File: src/rtl/icache_pkg.sv
package icache_pkg;

   // Port widths
   localparam int unsigned FETCH_ADDR_WIDTH  = 32;
   localparam int unsigned FETCH_DATA_WIDTH  = 32;
   localparam int unsigned REFILL_DATA_WIDTH = 128;   // One full line per refill

   // Cache geometry
   localparam int unsigned CACHE_SIZE   = 256;                                // Bytes
   localparam int unsigned NB_LINES     = CACHE_SIZE / (REFILL_DATA_WIDTH / 8); // 16 lines
   localparam int unsigned OFFSET_WIDTH = $clog2(REFILL_DATA_WIDTH / 8);      // Byte in line
   localparam int unsigned INDEX_WIDTH  = $clog2(NB_LINES);
   localparam int unsigned TAG_WIDTH    = FETCH_ADDR_WIDTH - INDEX_WIDTH - OFFSET_WIDTH;

   // Split of the line offset into word select and byte bits
   localparam int unsigned BYTE_SEL_WIDTH = $clog2(FETCH_DATA_WIDTH / 8);
   localparam int unsigned WORD_SEL_WIDTH = OFFSET_WIDTH - BYTE_SEL_WIDTH;   // Bits 3:2

   typedef logic [REFILL_DATA_WIDTH-1:0] line_t;
   typedef logic [TAG_WIDTH-1:0]         tag_t;

   // Fetch address, seen either as lookup fields or as line number plus offset
   typedef union packed
   {
      struct packed
      {
         tag_t                      tag;
         logic [INDEX_WIDTH-1:0]    index;
         logic [WORD_SEL_WIDTH-1:0] word_sel;   // Word within the line
         logic [BYTE_SEL_WIDTH-1:0] byte_sel;   // Ignored, fetches are word aligned
      } fields;
      struct packed
      {
         logic [FETCH_ADDR_WIDTH-OFFSET_WIDTH-1:0] line_num;
         logic [OFFSET_WIDTH-1:0]                  offset;
      } line;
   } icache_addr_u;

endpackage

File: src/rtl/icache_array_if.sv
`timescale 1ns/1ps

interface icache_array_if;
   import icache_pkg::*;

   // Lookup and write select
   logic [INDEX_WIDTH-1:0] index;

   // Line write, lands at the next edge
   logic                   wr_en;
   tag_t                   wr_tag;
   line_t                  wr_line;

   // Combinational read of the indexed line
   logic                   rd_valid;
   tag_t                   rd_tag;
   line_t                  rd_line;

   logic                   clear_all;   // Drops every valid bit at the next edge

   modport ctrl
   (
      output index, wr_en, wr_tag, wr_line, clear_all,
      input  rd_valid, rd_tag, rd_line
   );

   modport store
   (
      input  index, wr_en, wr_tag, wr_line, clear_all,
      output rd_valid, rd_tag, rd_line
   );

endinterface

File: src/rtl/icache_line_store.sv
`timescale 1ns/1ps

module icache_line_store
(
   input  logic          clk,
   input  logic          arst_n_i,

   icache_array_if.store array      // Port towards the controller
);
   import icache_pkg::*;

   ////////////////////////////////////////////////////////////
   // Storage
   ////////////////////////////////////////////////////////////
   logic [NB_LINES-1:0] valid_q;           // One bit per line
   tag_t                tag_q  [NB_LINES];
   line_t               line_q [NB_LINES];

   // Valid bits, the only state cleared by reset
   always_ff @(posedge clk or negedge arst_n_i)
   begin
      if (!arst_n_i)
      begin
         valid_q <= '0;
      end
      else if (array.clear_all)
      begin
         valid_q <= '0;                    // Whole-cache flush
      end
      else if (array.wr_en)
      begin
         valid_q[array.index] <= 1'b1;     // Refilled line becomes usable
      end
   end

   // Tag and data payload
   always_ff @(posedge clk)
   begin
      if (array.wr_en)
      begin
         tag_q[array.index]  <= array.wr_tag;
         line_q[array.index] <= array.wr_line;
      end
   end

   ////////////////////////////////////////////////////////////
   // Read side, combinational from the index
   ////////////////////////////////////////////////////////////
   assign array.rd_valid = valid_q[array.index];
   assign array.rd_tag   = tag_q[array.index];
   assign array.rd_line  = line_q[array.index];

endmodule

File: src/rtl/icache_ctrl.sv
`timescale 1ns/1ps

module icache_ctrl
(
   input  logic                                    clk,
   input  logic                                    arst_n_i,

   // Processor fetch port
   input  logic                                    fetch_req_i,
   input  logic [icache_pkg::FETCH_ADDR_WIDTH-1:0] fetch_addr_i,
   output logic                                    fetch_gnt_o,
   output logic                                    fetch_rvalid_o,
   output logic [icache_pkg::FETCH_DATA_WIDTH-1:0] fetch_rdata_o,

   input  logic                                    flush_icache_i,
   output logic                                    cache_is_flushed_o,

   icache_array_if.ctrl                            array,

   // Refill request, towards the request buffer
   output logic                                    req_valid_o,
   input  logic                                    req_grant_i,
   output logic [icache_pkg::FETCH_ADDR_WIDTH-1:0] req_addr_o,

   // Refill response, from the response buffer
   input  logic                                    resp_valid_i,
   input  icache_pkg::line_t                       resp_line_i
);
   import icache_pkg::*;

   localparam logic S_LOOKUP = 1'b0;   // Serving hits, issuing misses
   localparam logic S_REFILL = 1'b1;   // One refill outstanding

   logic                        state_q, state_d;
   icache_addr_u                fetch_u;          // Decoded fetch address
   icache_addr_u                miss_q;           // Address of the line being refilled
   icache_addr_u                line_addr;        // Aligned refill address
   logic                        hit;
   logic                        miss;
   logic                        do_clear;
   logic                        flush_pend_q;     // Flush seen during a refill
   logic                        flushed_q;
   logic                        rvalid_q;
   logic [FETCH_DATA_WIDTH-1:0] rdata_q;

   ////////////////////////////////////////////////////////////
   // Lookup
   ////////////////////////////////////////////////////////////
   assign fetch_u     = fetch_addr_i;
   assign array.index = (state_q == S_REFILL) ? miss_q.fields.index : fetch_u.fields.index;

   assign hit  = fetch_req_i && (state_q == S_LOOKUP) && array.rd_valid
                 && (array.rd_tag == fetch_u.fields.tag);
   assign miss = fetch_req_i && (state_q == S_LOOKUP) && !hit;

   assign fetch_gnt_o = hit;              // Same cycle as the request

   // Line number kept, offset forced to zero
   always_comb
   begin
      line_addr               = fetch_u;
      line_addr.line.offset   = '0;
   end

   assign req_valid_o = miss;             // Pushed once, then we leave lookup
   assign req_addr_o  = line_addr;

   // Line write when the response arrives
   assign array.wr_en   = (state_q == S_REFILL) && resp_valid_i;
   assign array.wr_tag  = miss_q.fields.tag;
   assign array.wr_line = resp_line_i;

   // Flush only acts outside a refill
   assign do_clear        = (state_q == S_LOOKUP) && (flush_icache_i || flush_pend_q);
   assign array.clear_all = do_clear;

   ////////////////////////////////////////////////////////////
   // Miss FSM
   ////////////////////////////////////////////////////////////
   always_comb
   begin
      state_d = state_q;
      case (state_q)
         S_LOOKUP : if (miss && req_grant_i) state_d = S_REFILL;
         S_REFILL : if (resp_valid_i)        state_d = S_LOOKUP;   // Line written this edge
         default  : state_d = S_LOOKUP;
      endcase
   end

   always_ff @(posedge clk or negedge arst_n_i)
   begin
      if (!arst_n_i)
      begin
         state_q      <= S_LOOKUP;
         flush_pend_q <= 1'b0;
         flushed_q    <= 1'b1;              // Everything invalid out of reset
         rvalid_q     <= 1'b0;
      end
      else
      begin
         state_q  <= state_d;
         rvalid_q <= hit;                   // Data one cycle after the grant

         if (do_clear)
            flush_pend_q <= 1'b0;
         else if (flush_icache_i)
            flush_pend_q <= 1'b1;           // Hold it until the refill is done

         if (do_clear)
            flushed_q <= 1'b1;
         else if (array.wr_en)
            flushed_q <= 1'b0;
      end
   end

   // Payload registers
   always_ff @(posedge clk)
   begin
      if (miss && req_grant_i)
         miss_q <= fetch_u;
      if (hit)
         rdata_q <= array.rd_line[fetch_u.fields.word_sel*FETCH_DATA_WIDTH +: FETCH_DATA_WIDTH];
   end

   assign fetch_rvalid_o     = rvalid_q;
   assign fetch_rdata_o      = rdata_q;
   assign cache_is_flushed_o = flushed_q;

endmodule

File: src/rtl/refill_fifo.sv
`timescale 1ns/1ps

module refill_fifo
#(
   parameter int unsigned DATA_WIDTH = 32,
   parameter int unsigned DATA_DEPTH = 2
)
(
   input  logic                  clk,
   input  logic                  arst_n_i,

   // Push side
   input  logic [DATA_WIDTH-1:0] data_i,
   input  logic                  valid_i,
   output logic                  grant_o,

   // Pop side
   output logic [DATA_WIDTH-1:0] data_o,
   output logic                  valid_o,
   input  logic                  grant_i
);

   localparam int unsigned PTR_W = (DATA_DEPTH > 1) ? $clog2(DATA_DEPTH) : 1;
   localparam int unsigned CNT_W = $clog2(DATA_DEPTH + 1);

   logic [DATA_WIDTH-1:0] mem_q [DATA_DEPTH];   // Entry storage
   logic [PTR_W-1:0]      wr_ptr_q, rd_ptr_q;
   logic [CNT_W-1:0]      cnt_q;                // Occupancy
   logic                  push, pop;

   assign grant_o = (cnt_q != CNT_W'(DATA_DEPTH));   // Room left
   assign valid_o = (cnt_q != '0);                   // Something to pop
   assign data_o  = mem_q[rd_ptr_q];

   assign push = valid_i && grant_o;
   assign pop  = valid_o && grant_i;

   always_ff @(posedge clk or negedge arst_n_i)
   begin
      if (!arst_n_i)
      begin
         wr_ptr_q <= '0;
         rd_ptr_q <= '0;
         cnt_q    <= '0;
      end
      else
      begin
         if (push)   // Wrap at the last entry
            wr_ptr_q <= (wr_ptr_q == PTR_W'(DATA_DEPTH - 1)) ? '0 : wr_ptr_q + PTR_W'(1);
         if (pop)
            rd_ptr_q <= (rd_ptr_q == PTR_W'(DATA_DEPTH - 1)) ? '0 : rd_ptr_q + PTR_W'(1);
         if (push && !pop)
            cnt_q <= cnt_q + CNT_W'(1);
         else if (pop && !push)
            cnt_q <= cnt_q - CNT_W'(1);
      end
   end

   always_ff @(posedge clk)
   begin
      if (push)
         mem_q[wr_ptr_q] <= data_i;
   end

endmodule

File: src/rtl/pri_icache.sv
`timescale 1ns/1ps

module pri_icache
(
   input  logic                                     clk,
   input  logic                                     arst_n_i,

   // Processor fetch port
   input  logic                                     fetch_req_i,
   input  logic [icache_pkg::FETCH_ADDR_WIDTH-1:0]  fetch_addr_i,
   output logic                                     fetch_gnt_o,
   output logic                                     fetch_rvalid_o,
   output logic [icache_pkg::FETCH_DATA_WIDTH-1:0]  fetch_rdata_o,

   // Refill port
   output logic                                     refill_req_o,
   input  logic                                     refill_gnt_i,
   output logic [icache_pkg::FETCH_ADDR_WIDTH-1:0]  refill_addr_o,
   input  logic                                     refill_r_valid_i,
   input  logic [icache_pkg::REFILL_DATA_WIDTH-1:0] refill_r_data_i,

   input  logic                                     flush_icache_i,
   output logic                                     cache_is_flushed_o
);
   import icache_pkg::*;

   logic                        req_valid;    // Controller to request buffer
   logic                        req_grant;
   logic [FETCH_ADDR_WIDTH-1:0] req_addr;
   logic                        resp_valid;   // Response buffer to controller
   line_t                       resp_line;

   icache_array_if array_bus ();

   ////////////////////////////////////////////////////////////
   // Controller and line store
   ////////////////////////////////////////////////////////////
   icache_ctrl i_icache_ctrl
   (
      .clk                ( clk                ),
      .arst_n_i           ( arst_n_i           ),
      .fetch_req_i        ( fetch_req_i        ),
      .fetch_addr_i       ( fetch_addr_i       ),
      .fetch_gnt_o        ( fetch_gnt_o        ),
      .fetch_rvalid_o     ( fetch_rvalid_o     ),
      .fetch_rdata_o      ( fetch_rdata_o      ),
      .flush_icache_i     ( flush_icache_i     ),
      .cache_is_flushed_o ( cache_is_flushed_o ),
      .array              ( array_bus.ctrl     ),
      .req_valid_o        ( req_valid          ),
      .req_grant_i        ( req_grant          ),
      .req_addr_o         ( req_addr           ),
      .resp_valid_i       ( resp_valid         ),
      .resp_line_i        ( resp_line          )
   );

   icache_line_store i_line_store
   (
      .clk      ( clk             ),
      .arst_n_i ( arst_n_i        ),
      .array    ( array_bus.store )
   );

   ////////////////////////////////////////////////////////////
   // Refill buffers
   ////////////////////////////////////////////////////////////
   refill_fifo
   #(
      .DATA_WIDTH ( FETCH_ADDR_WIDTH ),
      .DATA_DEPTH ( 2                )
   )
   refill_req_buffer
   (
      .clk      ( clk           ),
      .arst_n_i ( arst_n_i      ),
      .data_i   ( req_addr      ),
      .valid_i  ( req_valid     ),
      .grant_o  ( req_grant     ),
      .data_o   ( refill_addr_o ),
      .valid_o  ( refill_req_o  ),
      .grant_i  ( refill_gnt_i  )
   );

   refill_fifo
   #(
      .DATA_WIDTH ( REFILL_DATA_WIDTH ),
      .DATA_DEPTH ( 2                 )
   )
   refill_resp_buffer
   (
      .clk      ( clk              ),
      .arst_n_i ( arst_n_i         ),
      .data_i   ( refill_r_data_i  ),
      .valid_i  ( refill_r_valid_i ),
      .grant_o  (                  ),   // Memory side does not wait
      .data_o   ( resp_line        ),
      .valid_o  ( resp_valid       ),
      .grant_i  ( 1'b1             )    // Controller always takes the line
   );

endmodule

File: config.mk
export PLATFORM = sky130hd
export DESIGN_NAME = pri_icache
export DESIGN_NICKNAME = d
export VERILOG_FILES = /design/src/rtl/icache_pkg.sv /design/src/rtl/icache_array_if.sv /design/src/rtl/icache_line_store.sv /design/src/rtl/icache_ctrl.sv /design/src/rtl/refill_fifo.sv /design/src/rtl/pri_icache.sv
export SDC_FILE = /design/constraint.sdc
export NUM_CORES = 2
export LEC_CHECK = 0
export CORE_MARGIN = 4
export CORE_UTILIZATION = 41
export DETAILED_ROUTE_END_ITERATION = 8
export DONT_BUFFER_PORTS = 1
export PLACE_DENSITY = 0.62
export RECOVER_POWER = 100
export SYNTH_ARGS = -nofsm -noshare
export SYNTH_HDL_FRONTEND = slang
export SYNTH_SLANG_ARGS = --single-unit
File: constraint.sdc
create_clock -name clk -period 8.2 [get_ports clk]
set_input_delay 0.41 -clock clk [delete_from_list [all_inputs] [get_ports clk]]
set_output_delay 0.41 -clock clk [all_outputs]
set_load 0.05 [all_outputs]
* Word-level counts from Yosys, hierarchy flattened *
Memory sizes are Yosys's and may differ from the RTL's.
Index checks and enable logic that the tools add are counted.

word-level totals
  RAM bits = 2744
  memories kept = 4
  bits in latches = 0
  bits in registers = 92
  memory bits (read-only) = 0
  word-level logic and storage cells = 86
  bits of input ports = 166

memory list
  name                      depth  width  rd ports  clocked after Yosys merged registers in  write ports  line                     source
  i_line_store.line_q       16     128    1         0                                        1            icache_line_store.sv:17  line_t line_q [NB_LINES];
  i_line_store.tag_q        16     24     1         0                                        1            icache_line_store.sv:16  tag_t tag_q [NB_LINES];
  refill_resp_buffer.mem_q  2      128    1         0                                        1            refill_fifo.sv:26        logic [DATA_WIDTH-1:0] mem_q [DATA_DEPTH];
  refill_req_buffer.mem_q   2      28     1         0                                        1            refill_fifo.sv:26

operators by class
  reductions and logical operators = 26
  add/sub/neg operators = 8
  div/mod/pow operators = 0
  $lt $le $gt $ge = 2
  bitwise operators = 2
  shift-type cells = 1
  $mul = 0
  muxes and demuxes = 27
  eq/ne operators = 3

operators by type and width
  operator                                                                             number
  128-bit by 8-bit variable part select with 32-bit output                             1
  16-bit two-way mux                                                                   2
  24-bit equality test                                                                 1
  1-bit two-way mux                                                                    17
  16-bit OR                                                                            1
  1-bit logical AND                                                                    14
  2-bit nonzero test                                                                   6
  2-bit two-way mux                                                                    4
  1-bit logical NOT                                                                    5
  4-bit by 5-bit < comparator with 1-bit output, second input constant                 1
  1-bit adder, second input constant                                                   4
  2-bit by 1-bit adder with 2-bit output, second input constant                        2
  1-bit binary-select mux with 4-bit select                                            1
  1-bit demux with 4-bit select                                                        1
  4-bit by 1-bit greater-or-equal comparator with 1-bit output, second input constant  1
  4-bit two-way mux                                                                    1
  2-bit inequality test, second input constant                                         2
  2-bit by 1-bit subtractor with 2-bit output, second input constant                   2
  1-bit case mux with 2 select lines                                                   1
  1-bit logical OR                                                                     1
  1-bit inverter                                                                       1

* Longest topological paths before layout *
  word-level depth = 12
  depth in mapped cells = 16
  depth with buffers taken out = 12

* Modules after synthesis *
A second synthesis with hierarchy kept.

unflattened totals
  cell total of the unflattened synthesis = 4666
  area, all modules = 108127.5 um^2

modules (own cells, without submodules)
  module                            area each (um^2)  times used  cells each
  icache_line_store                 91536.5           1           3792
  refill_fifo (refill_resp_buffer)  9474.1            1           416
  icache_ctrl                       4454.3            1           339
  refill_fifo (refill_req_buffer)   2658.8            1           118
  pri_icache                        3.8               1           1

* Least setup slack after synthesis *
Ideal clock, no wire load.

  path type = reg-to-reg
  start point = reg i_icache_ctrl.state_q
  end point = mem i_line_store.line_q[6][0] (netlist name), enable pin
  arrival time = 7.796 ns
  path slack = -0.264 ns
  clock period less this slack = 8.464 ns
  stages on the path, launching flop included = 7
  path buffers = 3
  path through = dfrtp_1 > buf_6 > buf_6 > or3b_4 > and2_1 > clkbuf_1 > nor2_1

on the way
  word-level cells in the longest chain between the ends = 3
  elaborated cells between the ends (all ways) = 4

RTL lines
  item                                     line                     source
  start: declaration                       icache_ctrl.sv:34        logic state_q, state_d;
  start signal: assignment                 icache_ctrl.sv:101       state_q <= state_d;
  1-bit logical AND                        icache_ctrl.sv:69        assign array.wr_en = (state_q == S_REFILL) && resp_valid_i;
  1-bit two-way mux                        icache_line_store.sv:39  if (array.wr_en)
  1-bit two-way mux (not written as such)  icache_line_store.sv:42  line_q[array.index] <= array.wr_line;
  end: declaration                         icache_line_store.sv:17

Several ways; a longest one is shown, not always the timed one.

* Worst setup path in the final report *
  start point = reg i_icache_ctrl.state_q
  end point = reg i_icache_ctrl.rdata_q[12], in the netlist i_icache_ctrl.fetch_rdata_o[12], data pin

on the way
  word-level cells in the longest chain between the ends = 3

RTL lines
  item                                                      line                source
  4-bit two-way mux                                         icache_ctrl.sv:50   assign array.index = (state_q == S_REFILL) ? miss_q.fields.index : fetch_u.fields.index;
  memory 16 x 128 bit                                       --
  128-bit by 8-bit variable part select with 32-bit output  icache_ctrl.sv:122  rdata_q <= array.rd_line[fetch_u.fields.word_sel*FETCH_DATA_WIDTH +: FETCH_DATA_WIDTH];
  end signal: assignment                                    icache_ctrl.sv:122
  end: declaration                                          icache_ctrl.sv:44   logic [FETCH_DATA_WIDTH-1:0] rdata_q;

No other way between the ends.
A chain may end at the register's enable or synchronous reset.

==> out/qor.txt <==
Outcome = finished with violations
Failing checks = capacitance limit, slew limit
M1 WL = 114000 µm
Max IR drop VDD = 0.242 mV
Multiplexer share of the synthesized area = 13.0%
Routed wl met3 = 21200 µm
Internal Pwr Total = 28500 µW
Sw Pwr = 11200 µW
Worst Setup Path Type = flip-flop to flip-flop
GP Congestion = 0.818
EDFF count, synth = 2804
Final period util = 87.3%
Clk slew on worst S/H paths = 0.06 ns
1st-iter DRT viols = 6318
Buffers on Ports = 0
Synth top area cells = edfxtp_1 (79%), mux4_2 (11%), a22oi_1 (1.8%)
Pwr Density = 327 mW/mm²
Max-slew headroom = -187%
Asr flop ratio synth = 0.989%
Simple-gate share of the synthesized area = 1.30%
Worst hold margin = 0.0591 ns
# IOs = 234
CTS resizes = 0
Crit path max-delay family = buffers and inverters
CTS sink count = 2832
Gate Count Post-Synth = 4871
Worst Path Required = 8.79 ns
Worst path slowest cell = clkbuf_2
Root buf cell = clkbuf_16
Clock Latency Late Sink = 0.93 ns
CP endpoint kind = flip-flop
Synth Register Bits = 2832
Max-Cap Viols = 50
Setup violators final = 0
Die width = 519 µm
HPWL Detailed = 139000 µm
Die area = 0.269 mm²
H-tree depth = 5
Rows = 187
Largest net degree at the start of global routing = 119
Max Freq = 0.140 GHz
CP max stage delay = 1.65 ns
Worst Hold Class = input port to flip-flop
Starting Density = 41.2%
Crit-path max FO = 73
Number of CTS-inserted buffers = 296
RSZ-0062 raised after global routing = false
Compound-Gate Fraction of Synth Area = 4.78%
Hold Vio Cnt, Final = 0
Syn avg cell area = 22.0 µm²
Netlist Area Pre-Place = 0.107 mm²
Layout Nets = 5322
PnR worst setup slack = 1.04 ns
Top-count cell post-synth = edfxtp_1
DR vias = 52400
Vias per inst = 5.97
Main combinational cell family by area after synthesis = multiplexers
First-pass GRT wire length = 394000 µm
CP bufs+invs = 2
Yosys top cell by area = edfxtp_1
Wire length on met2 = 130000 µm
Post-synth top cells = edfxtp_1 (2804), mux4_2 (536), a22oi_1 (256), a21o_1 (198), mux2_2 (157)
Placed insts = 8088
DRC = 0
Leakage power = 0.0378 µW
Synth Area in XOR/XNOR = 0.278%
Seq/Total Area, Yosys = 79.3%
Logic pwr share = 20.8%
Fraction of layout cells with a size suffix above 1 = 18.9%
Post-synth top area share = 78.6%
Postcts setup bufs = 0
Post-Layout Cell Count = 8768
DP Worst Slack = 2.29 ns
Vias in the first global route = 52900
Antenna-violating nets left = 0
Ys flop type = edfxtp_1
Clk pwr share = 31.7%
Yosys Warn Count = 0
CTS Buffer Depth = 4
Crit path cell chain = mux2_8, clkbuf_2, clkbuf_2, mux4_2, a22oi_1, nand3_1, o211ai_1, o21ai_1
P&R area growth vs syn = 13.5%
Clk_skew = 0.0570 ns
Global route overflow = 0
CTS tree = yes
Switching part of the total = 28.2%
TritonRoute pass-1 iters = 6
Count of cell types in the netlist = 58
Slew of the pin with the lowest slew margin = 4.30 ns
Per-cell routed wire length = 31.4 µm
Initial antenna violation count = 32
Register share of total power = 47.5%
Total track usage = 20.2%
Overall die height = 519 µm
Highest metal used = met5
CP most frequent cell = clkbuf_2
Critical path launch point type = flip-flop
Core ar. = 0.260 mm²
Crit path DAT = 7.76 ns
Max-slew violations = 1966
Drt total wl = 275000 µm
Min cycle time layout = 7.16 ns
Adder-cell share of the synthesized area = 0.0234%
[placed cells by master (no fill, tap or decap), types with 5 or more instances in the layout]
master,count
a2111o_1,6
a21o_1,198
a21oi_1,61
a22oi_1,256
a32oi_1,8
a41oi_1,47
and2_0,5
buf_12,15
buf_4,35
bufinv_16,18
clkbuf_1,95
clkbuf_16,301
clkbuf_2,24
clkinv_1,60
clkinv_2,35
clkinvlp_4,5
dfrtp_1,27
diode_2,8
dlygate4sd3_1,166
edfxtp_1,2804
inv_1,10
inv_6,8
mux2_1,155
mux2i_1,11
mux4_2,536
nand2_1,90
nand3_1,70
nand3b_1,6
nand4_1,8
nor2_1,69
nor4_1,14
o211ai_1,32
o21ai_0,56
o21ai_1,9
o22ai_1,7
o41ai_1,7
xnor2_1,27
xor2_1,7
[worst paths after layout]
check	startpoint	end	slack [ns]	cells after the start
max reg2reg	i_icache_ctrl.state_q	i_icache_ctrl.fetch_rdata_o[12]	1.04	8
max	i_icache_ctrl.state_q	i_icache_ctrl.fetch_rdata_o[12]	1.04	8
min reg2reg	i_line_store.valid_q[14]	i_line_store.valid_q[14]	0.50	2
max in group asynchronous	arst_n_i	i_line_store.valid_q[15]	5.98	4
min	fetch_addr_i[2]	i_icache_ctrl.fetch_rdata_o[17]	0.06	3
min in group asynchronous	arst_n_i	i_icache_ctrl.cache_is_flushed_o	0.69	3
[layout make-up]
class	count	area, µm²
antenna	8	20.0
clock buffer	368	7780
clock inverter	134	1140
fill	21100	138000
inverter	10	37.5
multi-input combinational	1742	20900
sequential	2832	84900
tap	3402	4260
timing repair buffer	272	2520
[tightest hold or removal path: cells and delay by family]
kind	cells	cell delay [ns]
AO/OA/AOI/OAI	2	0.21
buffers and inverters	1	0.20
[power by group through the flow]
stage / sequential, µW / clock (µW) / combinational [µW]
after floorplan: 19100 / 0 / 5620
after global placement: 19000 / 0 / 8210
after detailed placement: 19100 / 0 / 8360
after CTS: 18800 / 12800 / 8500
after global routing: 19000 / 13400 / 8870
final: 18900 / 12600 / 8270
[kinds of logic after synthesis]
group,Yosys count
XOR/XNOR,34
AND/OR/NAND/NOR,293
other,1
flip-flops,2832
AO/OA/AOI/OAI,704
buffers and inverters,300
multiplexers,705
adder cells (fa/ha/maj),2
[flip-flops by register name, indices dropped and copies added, names as in the netlist, 2 cells and up]
register / cells
i_icache_ctrl.fetch_rdata_o: 32
i_icache_ctrl.miss_q: 28
i_line_store.line_q: 2048
i_line_store.tag_q: 384
i_line_store.valid_q: 16
refill_req_buffer.cnt_q: 2
refill_req_buffer.mem_q: 56
refill_resp_buffer.cnt_q: 2
refill_resp_buffer.mem_q: 256
[layer usage]
layer / vias to the layer above / track usage (%)
li1: 21200 / -
met1: 28400 / 29.1
met2: 2376 / 31.7
met3: 464 / 3.34
met4: 8 / 6.24
met5: - / 0
[stage by stage]
step / power (µW) / utilization [%] / TNS (ns) / cell area, µm²
6_report: 39700 / 46.8 / 0 / 122000
5_1_grt: 41300 / 46.8 / 0 / 122000
4_1_cts: 40100 / 47.0 / 0 / 122000
3_5_place_dp: 27500 / 42.8 / 0 / 111000
3_3_place_gp: 27300 / 42.8 / 0 / 111000
2_1_floorplan: 24700 / - / -498.03 / 107000
[timing repair]
| action | CTS | global route |
|---|---|---|
| endpoints found under the setup margin | 0 | 0 |
| hold buffers | 169 | 1 |
| endpoints found under the hold margin | 416 | 1 |
Power figures use the tool's default switching activity.
